### src/source/beam_pkg.sv
// shared widths and types for the dual-beam power trigger
package beam_pkg;

    // raw input geometry
    localparam int NBITS = 5;   // signed sample width out of the delay stage
    localparam int NSAMP = 8;   // samples carried in one clock
    localparam int NCHAN = 8;   // channels that make up one beam

    // one raw beam word holds every channel and every sample of that clock
    // channel c sample s starts at bit (c*NSAMP + s)*NBITS and sample 0 is the oldest
    localparam int BEAM_W = NCHAN * NSAMP * NBITS;

    // eight 5-bit signed values sum into -128..120 so 8 signed bits are enough
    localparam int SUM_W = 8;

    // the largest square is 128*128 = 16384 which needs 15 unsigned bits
    localparam int SQ_W = 15;

    // four squares give 17 bits and the 8-sample boxcar gives 18 bits
    localparam int ENV_W = 18;
    localparam int THR_W = 18;  // thresholds compare directly against the envelope
    localparam int NTHR  = 2;   // two independently loaded thresholds

    // squares of all samples in one clock with sample 0 in the low slice
    typedef logic [NSAMP-1:0][SQ_W-1:0] sq_vec_t;

    typedef logic [ENV_W-1:0] env_t;    // decimated power envelope of one beam
    typedef logic [THR_W-1:0] thr_t;    // one threshold value

    // control states of the trigger gate
    typedef enum logic {
        CTRL_FLUSH = 1'b0,  // datapath still holds words from before reset
        CTRL_RUN   = 1'b1   // pipeline is filled and loaded thresholds may fire
    } ctrl_state_t;

endpackage

### src/source/thresh_if.sv
`timescale 1ns/1ps

// active thresholds and arm levels going from control to the comparator
interface thresh_if
    import beam_pkg::*;
();

    thr_t thr_0;    // active threshold 0
    thr_t thr_1;    // active threshold 1
    logic arm_0;    // bits that test threshold 0 may fire
    logic arm_1;    // bits that test threshold 1 may fire

    // control side owns every signal of the bundle
    modport ctrl (output thr_0, output thr_1, output arm_0, output arm_1);

    // the comparator only reads
    modport cmp (input thr_0, input thr_1, input arm_0, input arm_1);

endinterface

### src/source/beam_sum_square.sv
`timescale 1ns/1ps

// channel sum and square of every sample for both beams
// the sums are registered first and the squares one clock later
module beam_sum_square
    import beam_pkg::*;
(
    input  logic              clk_i,
    input  logic [BEAM_W-1:0] beam_a_i,  // raw delayed beam A
    input  logic [BEAM_W-1:0] beam_b_i,  // raw delayed beam B
    output sq_vec_t           sq_a_o,    // squared beam A samples
    output sq_vec_t           sq_b_o     // squared beam B samples
);

    // summed beam of each sample kept for one stage
    logic signed [SUM_W-1:0] sum_a_q [NSAMP];
    logic signed [SUM_W-1:0] sum_b_q [NSAMP];

    // adds all eight channels of one sample slot
    // every channel value is sign extended to the sum width before the add
    function automatic logic signed [SUM_W-1:0] chan_sum(
        input logic [BEAM_W-1:0] beam,
        input int                s
    );
        logic signed [SUM_W-1:0] acc;
        logic signed [NBITS-1:0] smp;
        acc = '0;
        for (int c = 0; c < NCHAN; c++) begin
            smp = beam[(c*NSAMP + s)*NBITS +: NBITS];  // channel c of sample s
            acc = acc + SUM_W'(smp);                   // signed cast keeps the sign
        end
        return acc;
    endfunction

    // square of a summed sample
    // the result is never negative and tops out at 2^14 so the low 15 bits hold it
    function automatic logic [SQ_W-1:0] square(
        input logic signed [SUM_W-1:0] x
    );
        logic signed [2*SUM_W-1:0] prod;
        prod = x * x;   // both operands widen to 16 signed bits
        return prod[SQ_W-1:0];
    endfunction

    // stage one holds the beam sums of the word presented this clock
    always_ff @(posedge clk_i) begin
        for (int s = 0; s < NSAMP; s++) begin
            sum_a_q[s] <= chan_sum(beam_a_i, s);
            sum_b_q[s] <= chan_sum(beam_b_i, s);
        end
    end

    // stage two squares the sums registered on the previous edge
    // one multiplier per sample per beam gives the two banks
    always_ff @(posedge clk_i) begin
        for (int s = 0; s < NSAMP; s++) begin
            sq_a_o[s] <= square(sum_a_q[s]);
            sq_b_o[s] <= square(sum_b_q[s]);
        end
    end

endmodule

### src/source/beam_trigger_top.sv
`timescale 1ns/1ps

// dual-beam power trigger for one beam pair
// input word to trigger_o takes four clocks through sum, square, envelope and compare
module beam_trigger_top
    import beam_pkg::*;
#(
    parameter int FLUSH_CYCLES = 6  // clocks the triggers stay off after reset
) (
    input  logic                  clk_i,
    input  logic                  rst_n_i,
    input  logic [BEAM_W-1:0]     beam_a_i,         // raw delayed beam A
    input  logic [BEAM_W-1:0]     beam_b_i,         // raw delayed beam B
    input  logic [NTHR*THR_W-1:0] thresh_i,         // shadow load value for both thresholds
    input  logic [NTHR-1:0]       thresh_wr_i,      // shadow write strobes
    input  logic [NTHR-1:0]       thresh_update_i,  // shadow to active strobes
    output logic [3:0]            trigger_o         // raw trigger bits
);

    sq_vec_t sq_a, sq_b;     // squared samples
    env_t    env_a, env_b;   // boxcar envelopes
    logic    flush_done;     // flush timer has run out

    thresh_if thr_bus ();    // active thresholds and arm levels

    beam_sum_square u_sum_square (
        .clk_i    (clk_i),
        .beam_a_i (beam_a_i),
        .beam_b_i (beam_b_i),
        .sq_a_o   (sq_a),
        .sq_b_o   (sq_b)
    );

    envelope_max u_envelope (
        .clk_i   (clk_i),
        .sq_a_i  (sq_a),
        .sq_b_i  (sq_b),
        .env_a_o (env_a),
        .env_b_o (env_b)
    );

    flush_timer #(
        .FLUSH_CYCLES (FLUSH_CYCLES)
    ) u_flush_timer (
        .clk_i   (clk_i),
        .rst_n_i (rst_n_i),
        .done_o  (flush_done)
    );

    thresh_ctrl u_thresh_ctrl (
        .clk_i           (clk_i),
        .rst_n_i         (rst_n_i),
        .thresh_i        (thresh_i),
        .thresh_wr_i     (thresh_wr_i),
        .thresh_update_i (thresh_update_i),
        .flush_done_i    (flush_done),
        .thr             (thr_bus.ctrl)
    );

    thresh_compare u_thresh_compare (
        .clk_i     (clk_i),
        .rst_n_i   (rst_n_i),
        .env_a_i   (env_a),
        .env_b_i   (env_b),
        .thr       (thr_bus.cmp),
        .trigger_o (trigger_o)
    );

endmodule

### src/source/envelope_max.sv
`timescale 1ns/1ps

// decimated boxcar power envelope of both beams
// an 8-sample boxcar decimated by 4 leaves two windows ending in each clock
// and only the larger of the two is kept
module envelope_max
    import beam_pkg::*;
(
    input  logic    clk_i,
    input  sq_vec_t sq_a_i,     // squared samples of beam A
    input  sq_vec_t sq_b_i,     // squared samples of beam B
    output env_t    env_a_o,    // envelope of beam A
    output env_t    env_b_o     // envelope of beam B
);

    // four squares fit in one bit less than the full envelope
    localparam int HALF_W = ENV_W - 1;

    logic [HALF_W-1:0] lo_a_q, hi_a_q, prev_hi_a_q;  // beam A quarter-window sums
    logic [HALF_W-1:0] lo_b_q, hi_b_q, prev_hi_b_q;  // beam B quarter-window sums

    // sum of the four squares starting at sample base
    function automatic logic [HALF_W-1:0] half_sum(
        input sq_vec_t sq,
        input int      base
    );
        logic [HALF_W-1:0] acc;
        acc = '0;
        for (int s = 0; s < NSAMP/2; s++) begin
            acc = acc + HALF_W'(sq[base + s]);
        end
        return acc;
    endfunction

    // both windows share the current low half
    // so the max only has to pick between the two high halves that border it
    function automatic env_t max_boxcar(
        input logic [HALF_W-1:0] lo,
        input logic [HALF_W-1:0] hi,
        input logic [HALF_W-1:0] prev_hi
    );
        logic [HALF_W-1:0] edge_half;
        edge_half = (prev_hi > hi) ? prev_hi : hi;  // window back into the last clock wins here
        return ENV_W'(lo) + ENV_W'(edge_half);
    endfunction

    // quarter-window sums plus the previous high half
    always_ff @(posedge clk_i) begin
        lo_a_q      <= half_sum(sq_a_i, 0);         // samples 0 to 3
        hi_a_q      <= half_sum(sq_a_i, NSAMP/2);   // samples 4 to 7
        prev_hi_a_q <= hi_a_q;                      // high half of the word before
        lo_b_q      <= half_sum(sq_b_i, 0);
        hi_b_q      <= half_sum(sq_b_i, NSAMP/2);
        prev_hi_b_q <= hi_b_q;
    end

    // envelope register one clock behind the quarter sums
    always_ff @(posedge clk_i) begin
        env_a_o <= max_boxcar(lo_a_q, hi_a_q, prev_hi_a_q);
        env_b_o <= max_boxcar(lo_b_q, hi_b_q, prev_hi_b_q);
    end

endmodule

### src/source/flush_timer.sv
`timescale 1ns/1ps

// times the pipeline flush after reset
// the datapath has no reset so it holds stale words until enough clocks pass
module flush_timer #(
    parameter int FLUSH_CYCLES = 6  // clocks with triggers held off which is never below 4
) (
    input  logic clk_i,
    input  logic rst_n_i,
    output logic done_o             // high for good once the count is spent
);

    localparam int CNT_W = $clog2(FLUSH_CYCLES + 1);

    logic [CNT_W-1:0] count_q;  // clocks left in the flush

    // reloads on reset and stops at zero
    always_ff @(posedge clk_i) begin
        if (!rst_n_i) begin
            count_q <= CNT_W'(FLUSH_CYCLES);
        end else if (count_q != '0) begin
            count_q <= count_q - CNT_W'(1);
        end
    end

    assign done_o = (count_q == '0);  // stays high until the next reset reloads the count

endmodule

### src/source/thresh_compare.sv
`timescale 1ns/1ps

// four envelope against threshold tests registered into the trigger word
module thresh_compare
    import beam_pkg::*;
(
    input  logic       clk_i,
    input  logic       rst_n_i,
    input  env_t       env_a_i,     // envelope of beam A
    input  env_t       env_b_i,     // envelope of beam B
    thresh_if.cmp      thr,
    output logic [3:0] trigger_o    // {B>thr_1, B>thr_0, A>thr_1, A>thr_0}
);

    logic [3:0] hit;    // strict tests before the arm gate

    // an envelope equal to the threshold does not fire
    assign hit[0] = (env_a_i > thr.thr_0);
    assign hit[1] = (env_a_i > thr.thr_1);
    assign hit[2] = (env_b_i > thr.thr_0);
    assign hit[3] = (env_b_i > thr.thr_1);

    // each threshold's arm level masks the two bits that test it
    always_ff @(posedge clk_i) begin
        if (!rst_n_i) begin
            trigger_o <= '0;
        end else begin
            trigger_o <= hit & {thr.arm_1, thr.arm_0, thr.arm_1, thr.arm_0};
        end
    end

endmodule

### src/source/thresh_ctrl.sv
`timescale 1ns/1ps

// trigger gating and staged threshold registers
// a write fills the shadow of a threshold and an update moves it to the active copy
module thresh_ctrl
    import beam_pkg::*;
(
    input  logic                 clk_i,
    input  logic                 rst_n_i,
    input  logic [NTHR*THR_W-1:0] thresh_i,        // threshold 0 low, threshold 1 high
    input  logic [NTHR-1:0]      thresh_wr_i,      // load shadow i from thresh_i
    input  logic [NTHR-1:0]      thresh_update_i,  // copy shadow i into active i
    input  logic                 flush_done_i,     // pipeline flush is over
    thresh_if.ctrl               thr
);

    ctrl_state_t state_q, state_d;

    thr_t            shadow_q [NTHR];   // staged values waiting for an update
    thr_t            active_q [NTHR];   // values the comparator sees
    logic [NTHR-1:0] loaded_q;          // set by the first update of each threshold

    // the gate opens once after the flush and only reset closes it again
    always_comb begin
        state_d = state_q;
        case (state_q)
            CTRL_FLUSH: begin
                if (flush_done_i) begin
                    state_d = CTRL_RUN;
                end
            end
            CTRL_RUN: begin
                state_d = CTRL_RUN;     // no way out short of reset
            end
            default: begin
                state_d = CTRL_FLUSH;
            end
        endcase
    end

    // control state and loaded flags
    always_ff @(posedge clk_i) begin
        if (!rst_n_i) begin
            state_q  <= CTRL_FLUSH;
            loaded_q <= '0;
        end else begin
            state_q  <= state_d;
            loaded_q <= loaded_q | thresh_update_i;  // sticky until reset
        end
    end

    // threshold values
    // an update in the same clock as a write picks up the shadow from before the write
    always_ff @(posedge clk_i) begin
        for (int i = 0; i < NTHR; i++) begin
            if (thresh_wr_i[i]) begin
                shadow_q[i] <= thresh_i[i*THR_W +: THR_W];
            end
            if (thresh_update_i[i]) begin
                active_q[i] <= shadow_q[i];
            end
        end
    end

    assign thr.thr_0 = active_q[0];
    assign thr.thr_1 = active_q[1];

    // a threshold arms only in the run state and after its first update
    assign thr.arm_0 = (state_q == CTRL_RUN) && loaded_q[0];
    assign thr.arm_1 = (state_q == CTRL_RUN) && loaded_q[1];

endmodule

### config.mk
export PLATFORM = sky130hd
export DESIGN_NAME = beam_trigger_top
export DESIGN_NICKNAME = d
export VERILOG_FILES = /design/src/source/beam_pkg.sv /design/src/source/thresh_if.sv /design/src/source/beam_sum_square.sv /design/src/source/beam_trigger_top.sv /design/src/source/envelope_max.sv /design/src/source/flush_timer.sv /design/src/source/thresh_compare.sv /design/src/source/thresh_ctrl.sv
export SDC_FILE = /design/constraint.sdc
export NUM_CORES = 2
export LEC_CHECK = 0
export ABC_CLOCK_PERIOD_IN_PS = 9500
export BUFFER_PORTS_ARGS = -buffer_cell sky130_fd_sc_hd__buf_2
export CORE_UTILIZATION = 55
export DETAILED_ROUTE_END_ITERATION = 10
export PLACE_DENSITY_LB_ADDON = 0.15
export SLEW_MARGIN = 20
export SYNTH_ARGS = -nofsm -noshare
export SYNTH_HDL_FRONTEND = slang
export SYNTH_HIERARCHICAL = 1
export SYNTH_SLANG_ARGS = --single-unit
export TNS_END_PERCENT = 1
### constraint.sdc
create_clock -name clk_i -period 9.5 [get_ports clk_i]
set_clock_uncertainty 0.1 [all_clocks]
set_input_delay 0.95 -clock clk_i [delete_from_list [all_inputs] [get_ports clk_i]]
set_output_delay 0.95 -clock clk_i [all_outputs]
set_load 0.02 [all_outputs]
==> summary.md <==
| Metric | Value |
|---|---|
| Status | complete, no violations |
| RePlAce Congestion | 0.9247 |
| R2r startpoint | u_envelope/hi_b_q[10] |
| Unrepaired setup endpoints after global routing | no |
| H-Tree Depth | 3 |
| CTS Buf Count | 71 |
| Gate Count Post-Synth | 6783 |
| Root buf cell | clkbuf_16 |
| Worst hold path class | flip-flop to flip-flop |
| Row cnt | 129 |
| CP arrival | 5600 ps |
| Drt wl/cell | 15.08 microns |
| Layout Nets | 10.14k |
| Post_cts resized | 0 |
| DP Area | 74380 sq um |
| Vias | 45.44k |
| Die Wd | 357.0 microns |
| Max Fclk | 194.6 MHz |
| CTS clock-pin slew for the worst setup and hold paths | 60 ps |
| Final setup vio count | 0 |
| Worst Setup End Kind | flip-flop |
| Synth Area per Inst | 10.22 sq um |
| Sequential area share after synthesis | 17.56% |
| Area of the mapped netlist | 69320 sq um |
| Max-slew violations | 0 |
| Register bit count reported by yosys | 572 |
| Critical path's slowest cell | a32o_1 |
| Core area | 124300 sq um |
| Sink Count | 572 |
| Crit-path max FO | 17 |
| Most used flip-flop cell after synthesis | dfxtp_1 |
| Hpwl dp | 121600 microns |
| Max Buffers Root-to-Sink | 3 |
| Final min period | 5139 ps |
| Min-delay src | u_envelope/hi_b_q[13] |
| Hold EP | u_envelope/prev_hi_b_q[13] |
| Largest area contributor in the synthesized netlist | fa_1 |
| Largest stage delay on the critical path | 730 ps |
| WL final | 137900 microns |
| Synth warn | 6 |
| Total die area | 127500 sq um |
| Setup TNS | 0 ps |
| WS Path Type | flip-flop to flip-flop |
| I/O Buffers | 685 |
| DR iter-0 viols | 1780 |
| GR Overflow Total | 0 |
| R2R Setup Slk | 4360 ps |
| Worst EP required | 9970 ps |
| Initial antenna violation count | 10 |
| Drt drc | 0 |
| Largest net degree at the start of global routing | 20 |
| Vias in the first global route | 49.05k |
| Setup crit start kind | flip-flop |
| First-pass GRT wire length | 234700 microns |
| Async set-reset flop share out of synthesis | 0% |
| Post-CTS Setup Inserts | 0 |
| Initial core utilization | 55.77% |
| Reg2Reg Depth | 18 |
| Layout cells sized above 1 | 11.76% |
| R2r endpoint | u_envelope/env_b_o[16] |
| I/O pin cnt | 686 |
| Drt via density | 4.969 |
| Unique masters post-synth | 78 |
| Final Cycle Share | 54.09% |
| EDFF count, synth | 72 |
| Clock Latency Late Sink | 630 ps |
| Slew HR | 43.10% |
| CTS Hold Bufs | 0 |
| Finished Cell Area | 76900 sq um |
| Hold Violations, Final | 0 |
| Routed Antenna Nets | 0 |
| CTS tree | yes |
| Syn-to-layout area delta | 10.94% |
| Die height | 357.0 microns |
| Synth area leaders | fa_1 (38%), dfxtp_1 (14%), ha_1 (13%) |
| Critical path, cell by cell | inv_1 -> ha_1 -> a21o_1 -> a21o_1 -> a21oi_1 -> nor2_1 -> a211oi_1 -> a32o_1 -> mux2_2 -> ha_1 -> fa_1 -> a211oi_1 -> o21ai_1 -> a211o_1 -> a311oi_1 -> o41ai_1 -> a21oi_1 -> xnor2_1 |
| Worst-Margin Slew | 853.5 ps |
| MaxCap Viol Count | 0 |
| Drt first pass iters | 5 |
| Total GRT Usage | 22.74% |
| Synth top area share | 37.86% |
| Hold Path Depth | 0 |
| Number of fill cells | 10.47k |
cells by family (layout without fill, tap and decap cells):
family / after synthesis / count (layout) / synth area share [%]
and+or+nand+nor: 1120 / 1120 / 8.208
DFF: 572 / 572 / 17.56
other: 1 / 18 / 0.005410
xor gates and xnor gates: 474 / 474 / 5.989
AOI/OAI and AO/OA: 677 / 677 / 6.596
muxes: 58 / 58 / 0.9368
adders and majority gates: 2010 / 2010 / 50.48
buffers and inverters: 1871 / 2579 / 10.23
Yosys cell counts, types with 15 or more instances:
library cell,number
inv_1,1762
fa_1,1311
ha_1,699
dfxtp_1,500
xnor2_1,434
nand2_1,287
nor2_1,216
and2_1,213
a21oi_1,183
nor2b_1,133
a21o_1,119
clkbuf_1,87
o21ai_0,85
edfxtp_1,72
nor3_1,68
nand2b_1,53
xor2_1,40
a211oi_1,35
and3_1,35
mux2_2,34
o21a_1,32
nand4_1,30
o21bai_1,29
nand3_1,27
o21ai_1,23
mux2_1,21
o211ai_1,18
or2_2,18
buf_4,16
a31o_2,15
nor4_1,15
routing by layer:
layer / GRT usage [%] / share of wire [%]
met5: 0 / 0.017
met4: 5.368 / 2.0
met3: 2.546 / 3.8
met2: 40.29 / 51
met1: 29.80 / 43
placed cells by master, fill, tap and decap left out, drive strengths merged, types with 10 or more instances in the layout:
| cell | n |
|---|---|
| ha | 699 |
| bufinv | 10 |
| and2 | 214 |
| nor2b | 134 |
| o21ai | 109 |
| inv | 1771 |
| a41oi | 12 |
| o211ai | 18 |
| nand2 | 287 |
| xnor2 | 434 |
| o21a | 32 |
| edfxtp | 72 |
| conb | 16 |
| o21bai | 29 |
| a2111oi | 14 |
| a31o | 17 |
| fa | 1311 |
| buf | 685 |
| or2 | 19 |
| nor4 | 15 |
| dfxtp | 500 |
| and3 | 35 |
| nand4 | 30 |
| a21oi | 183 |
| nor3 | 68 |
| clkinv | 21 |
| nor2 | 216 |
| nand3 | 27 |
| xor2 | 40 |
| a31oi | 13 |
| a21o | 119 |
| nand2b | 53 |
| clkbuf | 87 |
| a211oi | 37 |
| o2111ai | 14 |
| mux2 | 55 |
critical path, delay by kind of cell, from the launching register on:
kind	cells	cell delay [ps]
adder cells (fa/ha/maj)	3	990
buffers and inverters	1	60
XOR/XNOR	1	130
AO/OA/AOI/OAI	11	2960
AND/OR/NAND/NOR	1	70
flip-flops	1	350
multiplexers	1	410
area by class of cell:
class,count,area [sq um],area share [%]
Multi-Input combinational cell,4355,50110,65.17
Inverter,1762,6614,8.601
Clock inverter,45,579.3,0.7533
Timing Repair Buffer,685,3428,4.458
Antenna cell,2,5.005,0.006508
Tap cell,1637,2048,2.664
Clock buffer,87,1939,2.522
Sequential cell,572,12170,15.83
state kept, by name, summed over array words and instances, names as in the netlist:
signal	count
u_sum_square/sq_a_o	112
u_sum_square/sq_b_o	112
u_sum_square/sum_a_q	64
u_sum_square/sum_b_q	64
u_thresh_ctrl/active_q	36
u_thresh_ctrl/shadow_q	36
u_envelope/env_a_o	18
u_envelope/env_b_o	18
u_envelope/hi_a_q	17
u_envelope/hi_b_q	17
u_envelope/lo_a_q	17
u_envelope/lo_b_q	17
u_envelope/prev_hi_a_q	17
u_envelope/prev_hi_b_q	17
u_thresh_compare/trigger_o	4
u_flush_timer/count_q	3
u_thresh_ctrl/loaded_q	2
u_thresh_ctrl/state_q	1
through the flow:
| stage | setup slack (ps) | hold WS, ps | util, % | std cells |
|---|---|---|---|---|
| floorplan | 5062 | 245.8 | - | 6798 |
| global placement | 4504 | 251.5 | 59.84 | 9011 |
| detailed placement | 4378 | 255.9 | 59.84 | 9011 |
| CTS | 4276 | 256.2 | 61.87 | 9143 |
| global route | 3904 | 266.3 | 61.87 | 9143 |
| finish | 4361 | 259.4 | 61.87 | 9145 |
worst max-delay path by stage:
stage                               start                     end  slack, ps  depth (start not counted)
global placement    u_envelope/hi_b_q[10]  u_envelope/env_b_o[16]       4500                         18
finish              u_envelope/hi_b_q[10]  u_envelope/env_b_o[16]       4360                         18
global route        u_envelope/hi_b_q[10]  u_envelope/env_b_o[16]       3900                         18
floorplan           u_envelope/hi_a_q[10]  u_envelope/env_a_o[14]       5060                         20
CTS                 u_envelope/hi_b_q[10]  u_envelope/env_b_o[16]       4280                         18
detailed placement  u_envelope/hi_b_q[10]  u_envelope/env_b_o[16]       4380                         18
Power is not shown: default switching activity piles up to over one toggle a cycle in this logic, so the estimate is an artifact.
